===== config.mk =====
export PLATFORM = sky130hd
export DESIGN_NAME = decode_pipeline
export DESIGN_NICKNAME = d
export VERILOG_FILES = /design/src/rtl/x86_isa_pkg.sv /design/src/rtl/pipe_pkg.sv /design/src/rtl/decode_stage1.sv /design/src/rtl/de_latch_fifo.sv /design/src/rtl/gpr_file.sv /design/src/rtl/decode_stage2.sv /design/src/rtl/decode_pipeline.sv
export VERILOG_INCLUDE_DIRS = /design/src /design/src/rtl
export SDC_FILE = /design/constraint.sdc
export NUM_CORES = 2
export LEC_CHECK = 0
export BUFFER_PORTS_ARGS = -buffer_cell sky130_fd_sc_hd__buf_2
export CAP_MARGIN = 20
export CORE_AREA = 2 2 283 565
export CTS_CLUSTER_DIAMETER = 150
export CTS_CLUSTER_SIZE = 12
export DETAILED_ROUTE_END_ITERATION = 12
export DIE_AREA = 0 0 285 567
export SYNTH_ARGS = -nofsm -noshare
export SYNTH_HDL_FRONTEND = slang
export SYNTH_SLANG_ARGS = --single-unit

===== constraint.sdc =====
create_clock -name CLK -period 8.8 [get_ports CLK]
set_input_delay 1.32 -clock CLK [delete_from_list [all_inputs] [get_ports CLK]]
set_output_delay 1.32 -clock CLK [all_outputs]
set_load 0.02 [all_outputs]

===== src/rtl/pipe_config.svh =====
`ifndef PIPE_CONFIG_SVH
`define PIPE_CONFIG_SVH

// Entries in the queue between the two decode stages
`define DE_FIFO_DEPTH 2

// EIP after reset
`define RESET_EIP 32'h0000_1000

// General registers EAX..EDI
`define GPR_COUNT 8

`endif


===== src/rtl/x86_isa_pkg.sv =====
package x86_isa_pkg;

   // Supported one-byte opcodes
   localparam logic [7:0] OP_ADD_RM_R   = 8'h01;
   localparam logic [7:0] OP_ADD_R_RM   = 8'h03;
   localparam logic [7:0] OP_MOV_RM_R   = 8'h89;
   localparam logic [7:0] OP_MOV_R_RM   = 8'h8B;
   localparam logic [7:0] OP_GRP1_IMM32 = 8'h81;
   localparam logic [7:0] OP_GRP1_IMM8  = 8'h83;
   // B8..BF share the upper five bits, register in the low three
   localparam logic [4:0] OP_MOV_R_IMM_HI = 5'b10111;

   // Prefix bytes
   localparam logic [7:0] PFX_OPSIZE = 8'h66;
   localparam logic [7:0] PFX_ES     = 8'h26;
   localparam logic [7:0] PFX_CS     = 8'h2E;
   localparam logic [7:0] PFX_SS     = 8'h36;
   localparam logic [7:0] PFX_DS     = 8'h3E;
   localparam logic [7:0] PFX_FS     = 8'h64;
   localparam logic [7:0] PFX_GS     = 8'h65;

   // 32-bit addressing encodings
   localparam logic [1:0] MOD_NODISP    = 2'b00;
   localparam logic [1:0] MOD_DISP8     = 2'b01;
   localparam logic [1:0] MOD_DISP32    = 2'b10;
   localparam logic [1:0] MOD_REG       = 2'b11;
   localparam logic [2:0] RM_SIB        = 3'b100;
   localparam logic [2:0] RM_DISP32     = 3'b101;
   localparam logic [2:0] SIB_NO_INDEX  = 3'b100;
   localparam logic [2:0] SIB_BASE_NONE = 3'b101;

   typedef struct packed {
      logic [1:0] mod;
      logic [2:0] reg_op;
      logic [2:0] rm;
   } modrm_t;

   typedef struct packed {
      logic [1:0] scale;
      logic [2:0] index;
      logic [2:0] base;
   } sib_t;

   // One address byte, seen either as ModR/M or as SIB
   typedef union packed {
      modrm_t     modrm;
      sib_t       sib;
      logic [7:0] raw;
   } addr_byte_u;

   typedef enum logic [2:0] {
      SEG_ES = 3'd0,
      SEG_CS = 3'd1,
      SEG_SS = 3'd2,
      SEG_DS = 3'd3,
      SEG_FS = 3'd4,
      SEG_GS = 3'd5
   } seg_id_t;

endpackage


===== src/rtl/pipe_pkg.sv =====
package pipe_pkg;

   // Decode stage 1 result, raw fields as found in the byte window
   typedef struct packed {
      logic [7:0]              opcode;
      x86_isa_pkg::addr_byte_u modrm;
      x86_isa_pkg::addr_byte_u sib;
      logic                    modrm_pres;
      logic                    sib_pres;
      logic                    disp_pres;
      logic [2:0]              disp_size;   // bytes: 0, 1 or 4
      logic [2:0]              imm_size;    // bytes: 0, 1, 2 or 4
      logic [31:0]             disp;
      logic [31:0]             imm;
      x86_isa_pkg::seg_id_t    seg;
      logic                    op16;
      logic [3:0]              length;
      logic                    invalid;
   } de_fields_t;

   // Decode stage 2 result, ready for address generation
   typedef struct packed {
      logic [31:0]          eip;
      logic [7:0]           opcode;
      logic [3:0]           length;
      logic                 mem;
      logic [31:0]          ea;
      logic [31:0]          imm;
      logic [2:0]           reg_id;
      x86_isa_pkg::seg_id_t seg;
      logic                 op16;
      logic                 invalid;
   } ag_out_t;

endpackage


===== src/rtl/decode_stage1.sv =====
`timescale 1ns/1ps

module decode_stage1 (
   input  logic [127:0]         ir,
   output pipe_pkg::de_fields_t fields
);

   logic [1:0]              n_pfx;
   logic                    scan;
   logic [7:0]              pb;
   logic                    op16;
   x86_isa_pkg::seg_id_t    seg;
   logic [7:0]              opcode;
   x86_isa_pkg::addr_byte_u modrm;
   x86_isa_pkg::addr_byte_u sib;
   logic                    modrm_pres;
   logic                    sib_pres;
   logic                    invalid;
   logic [2:0]              disp_size;
   logic [2:0]              imm_size;
   logic [3:0]              disp_start;
   logic [3:0]              imm_start;

   // Byte 0 of the window sits in the top bits
   function automatic logic [7:0] byte_at(input logic [127:0] win, input logic [3:0] idx);
      return win[8 * (15 - idx) +: 8];
   endfunction

   // Little-endian field of size bytes, upper bytes zero
   function automatic logic [31:0] take_le(input logic [127:0] win, input logic [3:0] start,
                                           input logic [2:0] size);
      logic [31:0] v;
      v = '0;
      for (int k = 0; k < 4; k++) begin
         if (k < size)
            v[8 * k +: 8] = byte_at(win, start + 4'(k));
      end
      return v;
   endfunction

   // Prefix scan, stops at the first non-prefix byte
   always_comb begin
      n_pfx = 2'd0;
      scan  = 1'b1;
      op16  = 1'b0;
      seg   = x86_isa_pkg::SEG_DS;
      for (int i = 0; i < 3; i++) begin
         pb = byte_at(ir, 4'(i));
         if (scan) begin
            case (pb)
               x86_isa_pkg::PFX_OPSIZE: op16 = 1'b1;
               x86_isa_pkg::PFX_ES:     seg  = x86_isa_pkg::SEG_ES;
               x86_isa_pkg::PFX_CS:     seg  = x86_isa_pkg::SEG_CS;
               x86_isa_pkg::PFX_SS:     seg  = x86_isa_pkg::SEG_SS;
               x86_isa_pkg::PFX_DS:     seg  = x86_isa_pkg::SEG_DS;
               x86_isa_pkg::PFX_FS:     seg  = x86_isa_pkg::SEG_FS;
               x86_isa_pkg::PFX_GS:     seg  = x86_isa_pkg::SEG_GS;
               default:                 scan = 1'b0;
            endcase
            if (scan)
               n_pfx = n_pfx + 2'd1;
         end
      end
   end

   always_comb begin
      opcode     = byte_at(ir, {2'b00, n_pfx});
      modrm.raw  = byte_at(ir, {2'b00, n_pfx} + 4'd1);
      sib.raw    = byte_at(ir, {2'b00, n_pfx} + 4'd2);
      modrm_pres = 1'b1;
      imm_size   = 3'd0;
      invalid    = 1'b0;
      case (opcode)
         x86_isa_pkg::OP_ADD_RM_R,
         x86_isa_pkg::OP_ADD_R_RM,
         x86_isa_pkg::OP_MOV_RM_R,
         x86_isa_pkg::OP_MOV_R_RM:   imm_size = 3'd0;
         x86_isa_pkg::OP_GRP1_IMM32: imm_size = op16 ? 3'd2 : 3'd4;
         x86_isa_pkg::OP_GRP1_IMM8:  imm_size = 3'd1;
         default: begin
            modrm_pres = 1'b0;
            if (opcode[7:3] == x86_isa_pkg::OP_MOV_R_IMM_HI)
               imm_size = op16 ? 3'd2 : 3'd4;
            else
               invalid = 1'b1;
         end
      endcase

      sib_pres = modrm_pres && (modrm.modrm.mod != x86_isa_pkg::MOD_REG) &&
                 (modrm.modrm.rm == x86_isa_pkg::RM_SIB);

      disp_size = 3'd0;
      if (modrm_pres) begin
         case (modrm.modrm.mod)
            x86_isa_pkg::MOD_NODISP: begin
               // disp32 with no base, either directly or through SIB
               if ((!sib_pres && modrm.modrm.rm == x86_isa_pkg::RM_DISP32) ||
                   (sib_pres && sib.sib.base == x86_isa_pkg::SIB_BASE_NONE))
                  disp_size = 3'd4;
            end
            x86_isa_pkg::MOD_DISP8:  disp_size = 3'd1;
            x86_isa_pkg::MOD_DISP32: disp_size = 3'd4;
            default:                 disp_size = 3'd0;
         endcase
      end

      disp_start = {2'b00, n_pfx} + 4'd1 + {3'b000, modrm_pres} + {3'b000, sib_pres};
      imm_start  = disp_start + {1'b0, disp_size};
   end

   always_comb begin
      fields.opcode     = opcode;
      fields.modrm      = modrm;
      fields.sib        = sib;
      fields.modrm_pres = modrm_pres;
      fields.sib_pres   = sib_pres;
      fields.disp_pres  = (disp_size != 3'd0);
      fields.disp_size  = disp_size;
      fields.imm_size   = imm_size;
      fields.disp       = take_le(ir, disp_start, disp_size);
      fields.imm        = take_le(ir, imm_start, imm_size);
      fields.seg        = seg;
      fields.op16       = op16;
      // Invalid opcodes end right after the opcode byte
      fields.length     = imm_start + {1'b0, imm_size};
      fields.invalid    = invalid;
   end

endmodule


===== src/rtl/de_latch_fifo.sv =====
`timescale 1ns/1ps
`include "pipe_config.svh"

module de_latch_fifo (
   input  logic                 CLK,
   input  logic                 rst,
   input  logic                 in_valid,
   input  pipe_pkg::de_fields_t in_fields,
   output logic                 in_ready,
   output logic                 out_valid,
   output pipe_pkg::de_fields_t out_fields,
   input  logic                 out_pop
);

   localparam int DEPTH = `DE_FIFO_DEPTH;
   localparam int PTR_W = (DEPTH > 1) ? $clog2(DEPTH) : 1;
   localparam int CNT_W = $clog2(DEPTH + 1);

   pipe_pkg::de_fields_t mem [DEPTH];
   logic [PTR_W-1:0]     wr_ptr;
   logic [PTR_W-1:0]     rd_ptr;
   logic [CNT_W-1:0]     count;
   logic                 push;
   logic                 pop;

   function automatic logic [PTR_W-1:0] ptr_next(input logic [PTR_W-1:0] p);
      return (p == PTR_W'(DEPTH - 1)) ? '0 : p + 1'b1;
   endfunction

   assign out_valid  = (count != '0);
   assign out_fields = mem[rd_ptr];
   assign pop        = out_pop && out_valid;
   // Full queue still takes a word when one leaves in the same cycle
   assign in_ready   = (count != CNT_W'(DEPTH)) || pop;
   assign push       = in_valid && in_ready;

   always_ff @(posedge CLK) begin
      if (rst) begin
         wr_ptr <= '0;
         rd_ptr <= '0;
         count  <= '0;
      end else begin
         if (push)
            wr_ptr <= ptr_next(wr_ptr);
         if (pop)
            rd_ptr <= ptr_next(rd_ptr);
         if (push && !pop)
            count <= count + 1'b1;
         else if (pop && !push)
            count <= count - 1'b1;
      end
   end

   always_ff @(posedge CLK) begin
      if (push)
         mem[wr_ptr] <= in_fields;
   end

endmodule


===== src/rtl/gpr_file.sv =====
`timescale 1ns/1ps
`include "pipe_config.svh"

module gpr_file (
   input  logic        CLK,
   input  logic        rst,
   input  logic [2:0]  rd_id_a,
   input  logic [2:0]  rd_id_b,
   output logic [31:0] rd_data_a,
   output logic [31:0] rd_data_b,
   input  logic        wr_en,
   input  logic [2:0]  wr_id,
   input  logic [31:0] wr_data
);

   logic [31:0] regs [`GPR_COUNT];

   // Reads see the value before a same-cycle write
   assign rd_data_a = regs[rd_id_a];
   assign rd_data_b = regs[rd_id_b];

   always_ff @(posedge CLK) begin
      if (rst) begin
         for (int i = 0; i < `GPR_COUNT; i++)
            regs[i] <= '0;
      end else if (wr_en) begin
         regs[wr_id] <= wr_data;
      end
   end

endmodule


===== src/rtl/decode_stage2.sv =====
`timescale 1ns/1ps
`include "pipe_config.svh"

module decode_stage2 (
   input  logic                 CLK,
   input  logic                 rst,
   input  logic                 in_valid,
   input  pipe_pkg::de_fields_t in_fields,
   output logic                 in_pop,
   output logic [2:0]           rd_id_a,
   output logic [2:0]           rd_id_b,
   input  logic [31:0]          rd_data_a,
   input  logic [31:0]          rd_data_b,
   output pipe_pkg::ag_out_t    ag_out,
   output logic                 ag_valid,
   input  logic                 ag_ready
);

   x86_isa_pkg::modrm_t modrm;
   x86_isa_pkg::sib_t   sib;
   logic                load;
   logic                mem;
   logic                no_base;
   logic                has_index;
   logic [31:0]         base_val;
   logic [31:0]         index_val;
   logic [31:0]         disp_ext;
   logic [31:0]         imm_ext;
   logic [31:0]         eip;
   pipe_pkg::ag_out_t   ag_next;

   assign modrm = in_fields.modrm.modrm;
   assign sib   = in_fields.sib.sib;

   // Base from SIB when present, else rm
   assign rd_id_a = in_fields.sib_pres ? sib.base : modrm.rm;
   assign rd_id_b = sib.index;

   assign mem     = in_fields.modrm_pres && (modrm.mod != x86_isa_pkg::MOD_REG);
   assign no_base = (modrm.mod == x86_isa_pkg::MOD_NODISP) &&
                    (in_fields.sib_pres ? (sib.base == x86_isa_pkg::SIB_BASE_NONE)
                                        : (modrm.rm == x86_isa_pkg::RM_DISP32));
   assign has_index = in_fields.sib_pres && (sib.index != x86_isa_pkg::SIB_NO_INDEX);

   assign base_val  = (mem && !no_base) ? rd_data_a : 32'd0;
   assign index_val = has_index ? (rd_data_b << sib.scale) : 32'd0;

   always_comb begin
      case (in_fields.disp_size)
         3'd1:    disp_ext = {{24{in_fields.disp[7]}}, in_fields.disp[7:0]};
         3'd4:    disp_ext = in_fields.disp;
         default: disp_ext = 32'd0;
      endcase
      case (in_fields.imm_size)
         3'd1:    imm_ext = {{24{in_fields.imm[7]}}, in_fields.imm[7:0]};
         3'd2:    imm_ext = {{16{in_fields.imm[15]}}, in_fields.imm[15:0]};
         3'd4:    imm_ext = in_fields.imm;
         default: imm_ext = 32'd0;
      endcase
   end

   always_comb begin
      ag_next.eip     = eip;
      ag_next.opcode  = in_fields.opcode;
      ag_next.length  = in_fields.length;
      ag_next.mem     = mem;
      ag_next.ea      = base_val + index_val + disp_ext;
      ag_next.imm     = imm_ext;
      // B8..BF carry the register in the opcode
      ag_next.reg_id  = in_fields.modrm_pres ? modrm.reg_op : in_fields.opcode[2:0];
      ag_next.seg     = in_fields.seg;
      ag_next.op16    = in_fields.op16;
      ag_next.invalid = in_fields.invalid;
   end

   // Output register takes a new word when empty or being drained
   assign load   = !ag_valid || ag_ready;
   assign in_pop = in_valid && load;

   always_ff @(posedge CLK) begin
      if (rst) begin
         ag_valid <= 1'b0;
         eip      <= `RESET_EIP;
      end else begin
         if (load)
            ag_valid <= in_valid;
         if (in_pop)
            eip <= eip + {28'd0, in_fields.length};
      end
   end

   always_ff @(posedge CLK) begin
      if (in_pop)
         ag_out <= ag_next;
   end

endmodule


===== src/rtl/decode_pipeline.sv =====
`timescale 1ns/1ps

module decode_pipeline (
   input  logic              CLK,
   input  logic              rst,
   input  logic [127:0]      ir,
   input  logic              ir_valid,
   output logic              ir_ready,
   output pipe_pkg::ag_out_t ag_out,
   output logic              ag_valid,
   input  logic              ag_ready,
   input  logic              wb_we,
   input  logic [2:0]        wb_id,
   input  logic [31:0]       wb_data
);

   pipe_pkg::de_fields_t de_fields;
   pipe_pkg::de_fields_t q_fields;
   logic                 q_valid;
   logic                 q_pop;
   logic [2:0]           rd_id_a;
   logic [2:0]           rd_id_b;
   logic [31:0]          rd_data_a;
   logic [31:0]          rd_data_b;

   decode_stage1 u_decode_stage1 (
      .ir     (ir),
      .fields (de_fields)
   );

   // Latch queue between the decode stages
   de_latch_fifo u_de_latch_fifo (
      .CLK        (CLK),
      .rst        (rst),
      .in_valid   (ir_valid),
      .in_fields  (de_fields),
      .in_ready   (ir_ready),
      .out_valid  (q_valid),
      .out_fields (q_fields),
      .out_pop    (q_pop)
   );

   decode_stage2 u_decode_stage2 (
      .CLK       (CLK),
      .rst       (rst),
      .in_valid  (q_valid),
      .in_fields (q_fields),
      .in_pop    (q_pop),
      .rd_id_a   (rd_id_a),
      .rd_id_b   (rd_id_b),
      .rd_data_a (rd_data_a),
      .rd_data_b (rd_data_b),
      .ag_out    (ag_out),
      .ag_valid  (ag_valid),
      .ag_ready  (ag_ready)
   );

   gpr_file u_gpr_file (
      .CLK       (CLK),
      .rst       (rst),
      .rd_id_a   (rd_id_a),
      .rd_id_b   (rd_id_b),
      .rd_data_a (rd_data_a),
      .rd_data_b (rd_data_b),
      .wr_en     (wb_we),
      .wr_id     (wb_id),
      .wr_data   (wb_data)
   );

endmodule


Word level (Yosys, flattened, before mapping)
Memories as Yosys holds them, arrays and structs flattened. A register that Yosys moved wholly into a read port is not among the register bits.
Index checks and enable logic that the tools add are counted.
{ "classes": {"n_shift": 12, "n_eq_ne": 44, "mux": 61, "reduce_logical": 32, "n_addsub": 32, "n_lt_le_gt_ge": 8} }
{ "ops": {"columns": ["cell", "count"], "rows": [
  ["$shiftx A128 B33 Y8", 11],
  ["$eq A8 B6 Y1 const B", 12],
  ["$mux W32", 3],
  ["$pmux W32 S3", 1],
  ["$eq A8 B7 Y1 const B", 9],
  ["$add A32 B32 Y32", 2],
  ["$mux W8", 8],
  ["$pmux W32 S2", 1],
  ["$sub A4 B4 Y5 const A", 10],
  ["$pmux W3 S6", 2],
  ["$add A32 B4 Y32", 1],
  ["$eq A8 B8 Y1 const B", 4],
  ["$reduce_or A32 Y1", 1],
  ["$shl A32 B2 Y32", 1],
  ["$mux W1", 28],
  ["$mux W3", 9],
  ["$eq A3 B3 Y1 const B", 7],
  ["$reduce_or A7 Y1", 3],
  ["$pmux W3 S3", 2],
  ["$add A4 B2 Y4 const B", 4],
  ["$pmux W3 S5", 1],
  ["$logic_and A1 B1 Y1", 13],
  ["$lt A1 B3 Y1 const A", 4],
  ["$lt A2 B3 Y1 const A", 4],
  ["other kinds (27)", 48]
]} }
{ "word_totals": {"regBits": 154, "mem_bits_rw": 468, "wordCells": 206, "n_memories": 2, "out_inout_bits": 119, "inputBits": 168} }
{ "mem_list": {"columns": ["name", "depth", "width", "read_ports", "rd_clocked_by_memory_dff", "wr", "line_no", "rtl"], "rows": [
  ["u_gpr_file.regs", 8, 32, 2, 0, 8, "gpr_file.sv:16", "logic [31:0] regs [`GPR_COUNT];"],
  ["u_de_latch_fifo.mem", 2, 106, 1, 1, 1, "de_latch_fifo.sv:19", "pipe_pkg::de_fields_t mem [DEPTH];"]
]} }

Longest topological paths before layout
{ "depth": {"depth_word": 28, "depth_mapped": 28, "mapped_depth_nobuf": 24} }

Modules after synthesis
A second synthesis with hierarchy kept.
{ "hier_totals": {"hier_cells": 2853, "area_unflattened_um2": 40231.1} }
{ "by_module_without_submodules": {"columns": ["module", "area_per_inst_um2", "seq_area_each_um2", "instances", "cells_per_inst"], "rows": [
  ["gpr_file", 13604.3, 7687.4, 1, 843],
  ["decode_stage1", 9614.2, 0.0, 1, 836],
  ["decode_stage2", 9118.7, 4174.0, 1, 819],
  ["de_latch_fifo", 7893.8, 6466.2, 1, 355]
]} }

Worst setup path before layout
Ideal clock, no wire load.
{ "synth_timing": {"path_kind": "input to register", "start": "input port ir[127]", "end": "memory u_de_latch_fifo.mem[0][29] (netlist bit), data pin", "stages": 24, "t_required_ns": 8.543, "arrival_ns": 7.202, "n_path_buf": 4, "setup_time_ns": 0.257, "path_slack_ns": 1.341, "cell_sequence": "buf_6 > nor4b_4 > a22oi_2 > or2_1 > buf_6 > o31ai_4 > a2bb2oi_2 > and3_2 > o211a_4 > and4b_1 > xnor2_1 > ha_1 > a21o_1 > ha_1 > xor2_2 > inv_2 > clkbuf_1 > ha_1 > xor2_1 > ha_1 > buf_1 > mux4_2 > mux4_2 > and2b_1"} }
{ "synth_rtl": {"columns": ["element", "line_no", "rtl"], "rows": [
  ["start: declaration", "decode_pipeline.sv:6", "input logic [127:0] ir,"],
  ["end: declaration", "de_latch_fifo.sv:19", null]
]} }

==> PnR_summary.wiki <==
{| class="wikitable"
! Metric !! Value
|-
| Max H-tree Level || 2
|-
| Antenna violations before repair || 33
|-
| Max clock buf depth || 3
|-
| Resized cells post-CTS || 0
|-
| Worst-path cell chain || buf_2, and4bb_2, a22oi_2, or2_1, buf_4, nand2_1, o211ai_1, nor2b_1, o211a_4, and4b_1, xnor2_1, ha_4, a21o_1, ha_1, xor2_2, inv_2, ha_1, xor2_4, buf_4, xnor2_2, mux2i_1, a211oi_1
|-
| Port Buf Inserts || roughly 290
|-
| Final hold violation count || 0
|-
| TritonCTS sink count || ~620
|-
| Area fraction in compound gates after synthesis || 0.0715
|-
| Achievable frequency || ~130 MHz
|-
| Count of filler cells inserted in the layout || 16045
|-
| Kind of start point of the critical path || primary input
|-
| Die Span Y || about 570 um
|-
| Number of nets produced by synthesis || 3283
|-
| Post-synth EDFFs || 581
|-
| Post-layout nets || ~3500
|-
| Worst rel slew slack || 0.219
|-
| Latest clock arrival within the worst-skew pair || 700 ps
|-
| RSZ-0062 raised after global routing || no
|-
| First-pass GRT wire length || about 210 mm
|-
| Synthesized cell area || just under 40000 sq um
|-
| Accumulated negative setup slack || 0 ps
|-
| CP peak stage delay || about 870 ps
|-
| Crit path capture type || register
|-
| Placed insts || between 5000 and 6000
|-
| Overall track demand over capacity in global routing || 0.182
|-
| Buffers inserted during post-CTS setup optimization || 0
|-
| Router iterations before antenna repair || 7
|-
| Main combinational cell family by area after synthesis || multiplexers
|-
| Highest ir drop seen on vdd || between 0.15 and 0.2 mV
|-
| Portion of the clock cycle consumed by the worst path in the final layout || 0.874
|-
| Async set-reset flop share out of synthesis || 0
|-
| FP Rows || between 200 and 250
|-
| Slowest cell on the critical path || sky130_fd_sc_hd__mux2i_1
|-
| Top-area cell type share of the netlist area || 0.446
|-
| Detailed Route Iter0 Violations || ~3100
|-
| Data arrival time of the critical path || 8040 ps
|-
| CORE AREA || 157000 sq um
|-
| Synthesized area divided by synthesized cell count || 12.9 sq um
|-
| Largest net degree at the start of global routing || 66
|-
| Transition time of the tightest slew-check pin || roughly 1200 ps
|-
| Library cell occupying the most area in the post-synthesis netlist || sky130_fd_sc_hd__edfxtp_1
|-
| Vias per cell || approximately 5.3
|-
| Final critical delay including setup and external delays || about 7700 ps
|-
| Ratio of cells with drive above 1 in the final layout || 0.279
|-
| Post-Synth XOR/XNOR Area || 0.0170
|-
| Final Slew Violations || 0
|-
| Cells after synthesis || between 3000 and 4000
|-
| Post-cts hold buffer count || 0
|-
| Remaining global-route overflow || 0
|-
| CP bufs+invs || 4
|-
| Final setup fails || 0
|-
| Adder-cell share of the synthesized area || 0.0340
|-
| Post-detailed-route count of antenna-violating nets || 0
|-
| Count of boundary I/O pins || about 290
|-
| Yosys warning total || 0
|-
| CP Class || in2reg
|-
| Die ar. || about 160000 sq um
|-
| Number of global-route vias before repair || ~28000
|-
| Layout overhead on the synthesized area || 14.5%
|-
| Leakage power || about 16 nW
|-
| Status || finished, final reports clean
|-
| Core Util, Final || 0.285
|-
| Residual DRC || 0
|-
| Share of synthesized cell area in and, or, nand and nor gates || 0.123
|-
| Gate family responsible for the most delay along the worst path || simple AND/OR/NAND/NOR gates
|-
| Clk Tree Root Cell || sky130_fd_sc_hd__clkbuf_16
|-
| PD cells || approximately 240 nW/um^2
|-
| Sum of routed wire length over all layers || 151 mm
|-
| Worst hold path class || reg2reg
|-
| Average detailed-routed wire length per instance || approximately 28 um
|-
| Largest cells by area after synthesis || sky130_fd_sc_hd__edfxtp_1, sky130_fd_sc_hd__mux4_2, sky130_fd_sc_hd__mux2i_1
|-
| Peak fanout along the critical path || 34
|-
| Most common cell after layout, fill and taps aside || sky130_fd_sc_hd__edfxtp_1
|-
| Die width || about 290 um
|-
| Gpl congestion || around 1
|-
| Highest-count cells in the layout ignoring fill and taps || sky130_fd_sc_hd__edfxtp_1, sky130_fd_sc_hd__mux4_2, sky130_fd_sc_hd__nand2_1, sky130_fd_sc_hd__buf_2, sky130_fd_sc_hd__and2_1
|-
| Synth Flop Type || sky130_fd_sc_hd__edfxtp_1
|-
| TritonCTS Buffers || 57
|-
| Total half-perimeter wirelength after legalization and detailed placement || between 100 and 150 mm
|-
| Number of vias in the routed layout || 28409
|-
| Clock tree from TritonCTS || yes
|-
| Fin cells || 5351
|-
| Flip-flop and latch count after synthesis || a little over 600
|-
| Mux cell area share after synthesis || 0.254
|-
| Final setup skew || approximately 41 ps
|-
| Count of maximum capacitance violations || 0
|-
| Sequential area share after synthesis || 0.466
|-
| Number of distinct standard cells referenced by the synthesized netlist || between 80 and 90
|-
| Clk slew on worst S/H paths || roughly 60 ps
|-
| Initial standard-cell utilization of the core || 0.249
|-
| Worst EP required || a little over 9000 ps
|}
-- layer usage --
metal	share of wire	vias up	GRT usage
li1	-	11953	-
met5	0.00036	-	0
met2	0.47	1775	0.295
met3	0.076	501	0.0314
met4	0.087	8	0.132
met1	0.37	14172	0.216
-- power breakdown --
group	total, W	leakage [nW]	internal [W]	switching [W]
combinational	0.00461	9.60	0.00167	0.00295
clock	0.00230	0.746	0.00118	0.00112
sequential	0.00396	5.93	0.00380	0.000164
total	0.0109	16.3	0.00664	0.00423
-- kinds of logic after synthesis --
group	count (synthesis)
buffers and inverters	335
adder cells (fa/ha/maj)	86
XOR/XNOR	74
AND/OR/NAND/NOR	940
flip-flops	619
multiplexers	571
AO/OA/AOI/OAI	404
-- layout make-up --
cell class | instances | area (sq um) | area share
multi-input cells | 2075 | 19800 | 0.442
flip-flops and latches | 619 | 18200 | 0.407
well taps | 2080 | 2600 | 0.0581
repair buffers | 384 | 2230 | 0.0498
clock buffers | 77 | 1500 | 0.0335
inverters | 102 | 383 | 0.00855
clock inverters | 3 | 47.5 | 0.00106
diodes | 11 | 27.5 | 0.000615
-- cells in the mapped netlist, types with 6 or more instances --
| cell type | instances |
|---|---|
| sky130_fd_sc_hd__a21o_1 | 33 |
| sky130_fd_sc_hd__buf_4 | 7 |
| sky130_fd_sc_hd__nand3_1 | 70 |
| sky130_fd_sc_hd__and2_1 | 263 |
| sky130_fd_sc_hd__mux2i_1 | 184 |
| sky130_fd_sc_hd__or2_2 | 9 |
| sky130_fd_sc_hd__edfxtp_1 | 581 |
| sky130_fd_sc_hd__o2111ai_1 | 7 |
| sky130_fd_sc_hd__buf_1 | 46 |
| sky130_fd_sc_hd__a21oi_1 | 69 |
| sky130_fd_sc_hd__o22ai_1 | 6 |
| sky130_fd_sc_hd__clkbuf_1 | 148 |
| sky130_fd_sc_hd__nand2b_1 | 8 |
| sky130_fd_sc_hd__ha_1 | 52 |
| sky130_fd_sc_hd__a211oi_1 | 41 |
| sky130_fd_sc_hd__a22oi_1 | 30 |
| sky130_fd_sc_hd__o211ai_1 | 12 |
| sky130_fd_sc_hd__nor3_1 | 12 |
| sky130_fd_sc_hd__dfxtp_1 | 38 |
| sky130_fd_sc_hd__xor2_1 | 33 |
| sky130_fd_sc_hd__o21ai_0 | 88 |
| sky130_fd_sc_hd__a31oi_1 | 42 |
| sky130_fd_sc_hd__a211oi_2 | 17 |
| sky130_fd_sc_hd__mux2_2 | 55 |
| sky130_fd_sc_hd__nor2b_1 | 47 |
| sky130_fd_sc_hd__buf_2 | 26 |
| sky130_fd_sc_hd__mux4_2 | 329 |
| sky130_fd_sc_hd__xnor2_1 | 39 |
| sky130_fd_sc_hd__inv_1 | 98 |
| sky130_fd_sc_hd__o21a_1 | 10 |
| sky130_fd_sc_hd__nand4_1 | 9 |
| sky130_fd_sc_hd__and3_1 | 48 |
| sky130_fd_sc_hd__nor2_1 | 120 |
| sky130_fd_sc_hd__fa_1 | 34 |
| sky130_fd_sc_hd__nand2_1 | 316 |
-- sequential cells by signal (all words and copies together), names as in the netlist, named ones only --
name                      flops
u_de_latch_fifo.count         2
u_de_latch_fifo.wr_ptr        1
u_decode_stage2.eip          32
u_decode_stage2.ag_out      117
u_de_latch_fifo.rd_ptr        1
u_gpr_file.regs             256
u_decode_stage2.ag_valid      1
u_de_latch_fifo.mem         208
-- through the flow --
step           setup WS (ps)  instance area, sq um  power (W)  hold slack (ps)
2_1_floorplan           1340                 39100    0.00698              429
3_3_place_gp             734                 43200    0.00861              439
3_5_place_dp             739                 43200    0.00865              453
4_1_cts                 1430                 44800     0.0110              467
5_1_grt                  878                 44800     0.0114              482
6_report                1110                 44800     0.0109              464
-- path summary, 6_finish.rpt --
kind                                               from                          end  slack [ps]  cells after the start
worst max-delay path                            ir[126]   u_de_latch_fifo.mem[1][23]        1110                     22
worst min-delay path            u_decode_stage2.eip[31]  u_decode_stage2.ag_out[116]         460                      0
worst min register to register  u_decode_stage2.eip[31]  u_decode_stage2.ag_out[116]         460                      0
worst max register to register                 register   u_decode_stage2.ag_out[68]        1800                     18
Note: power is estimated with default switching activity, not from simulation.
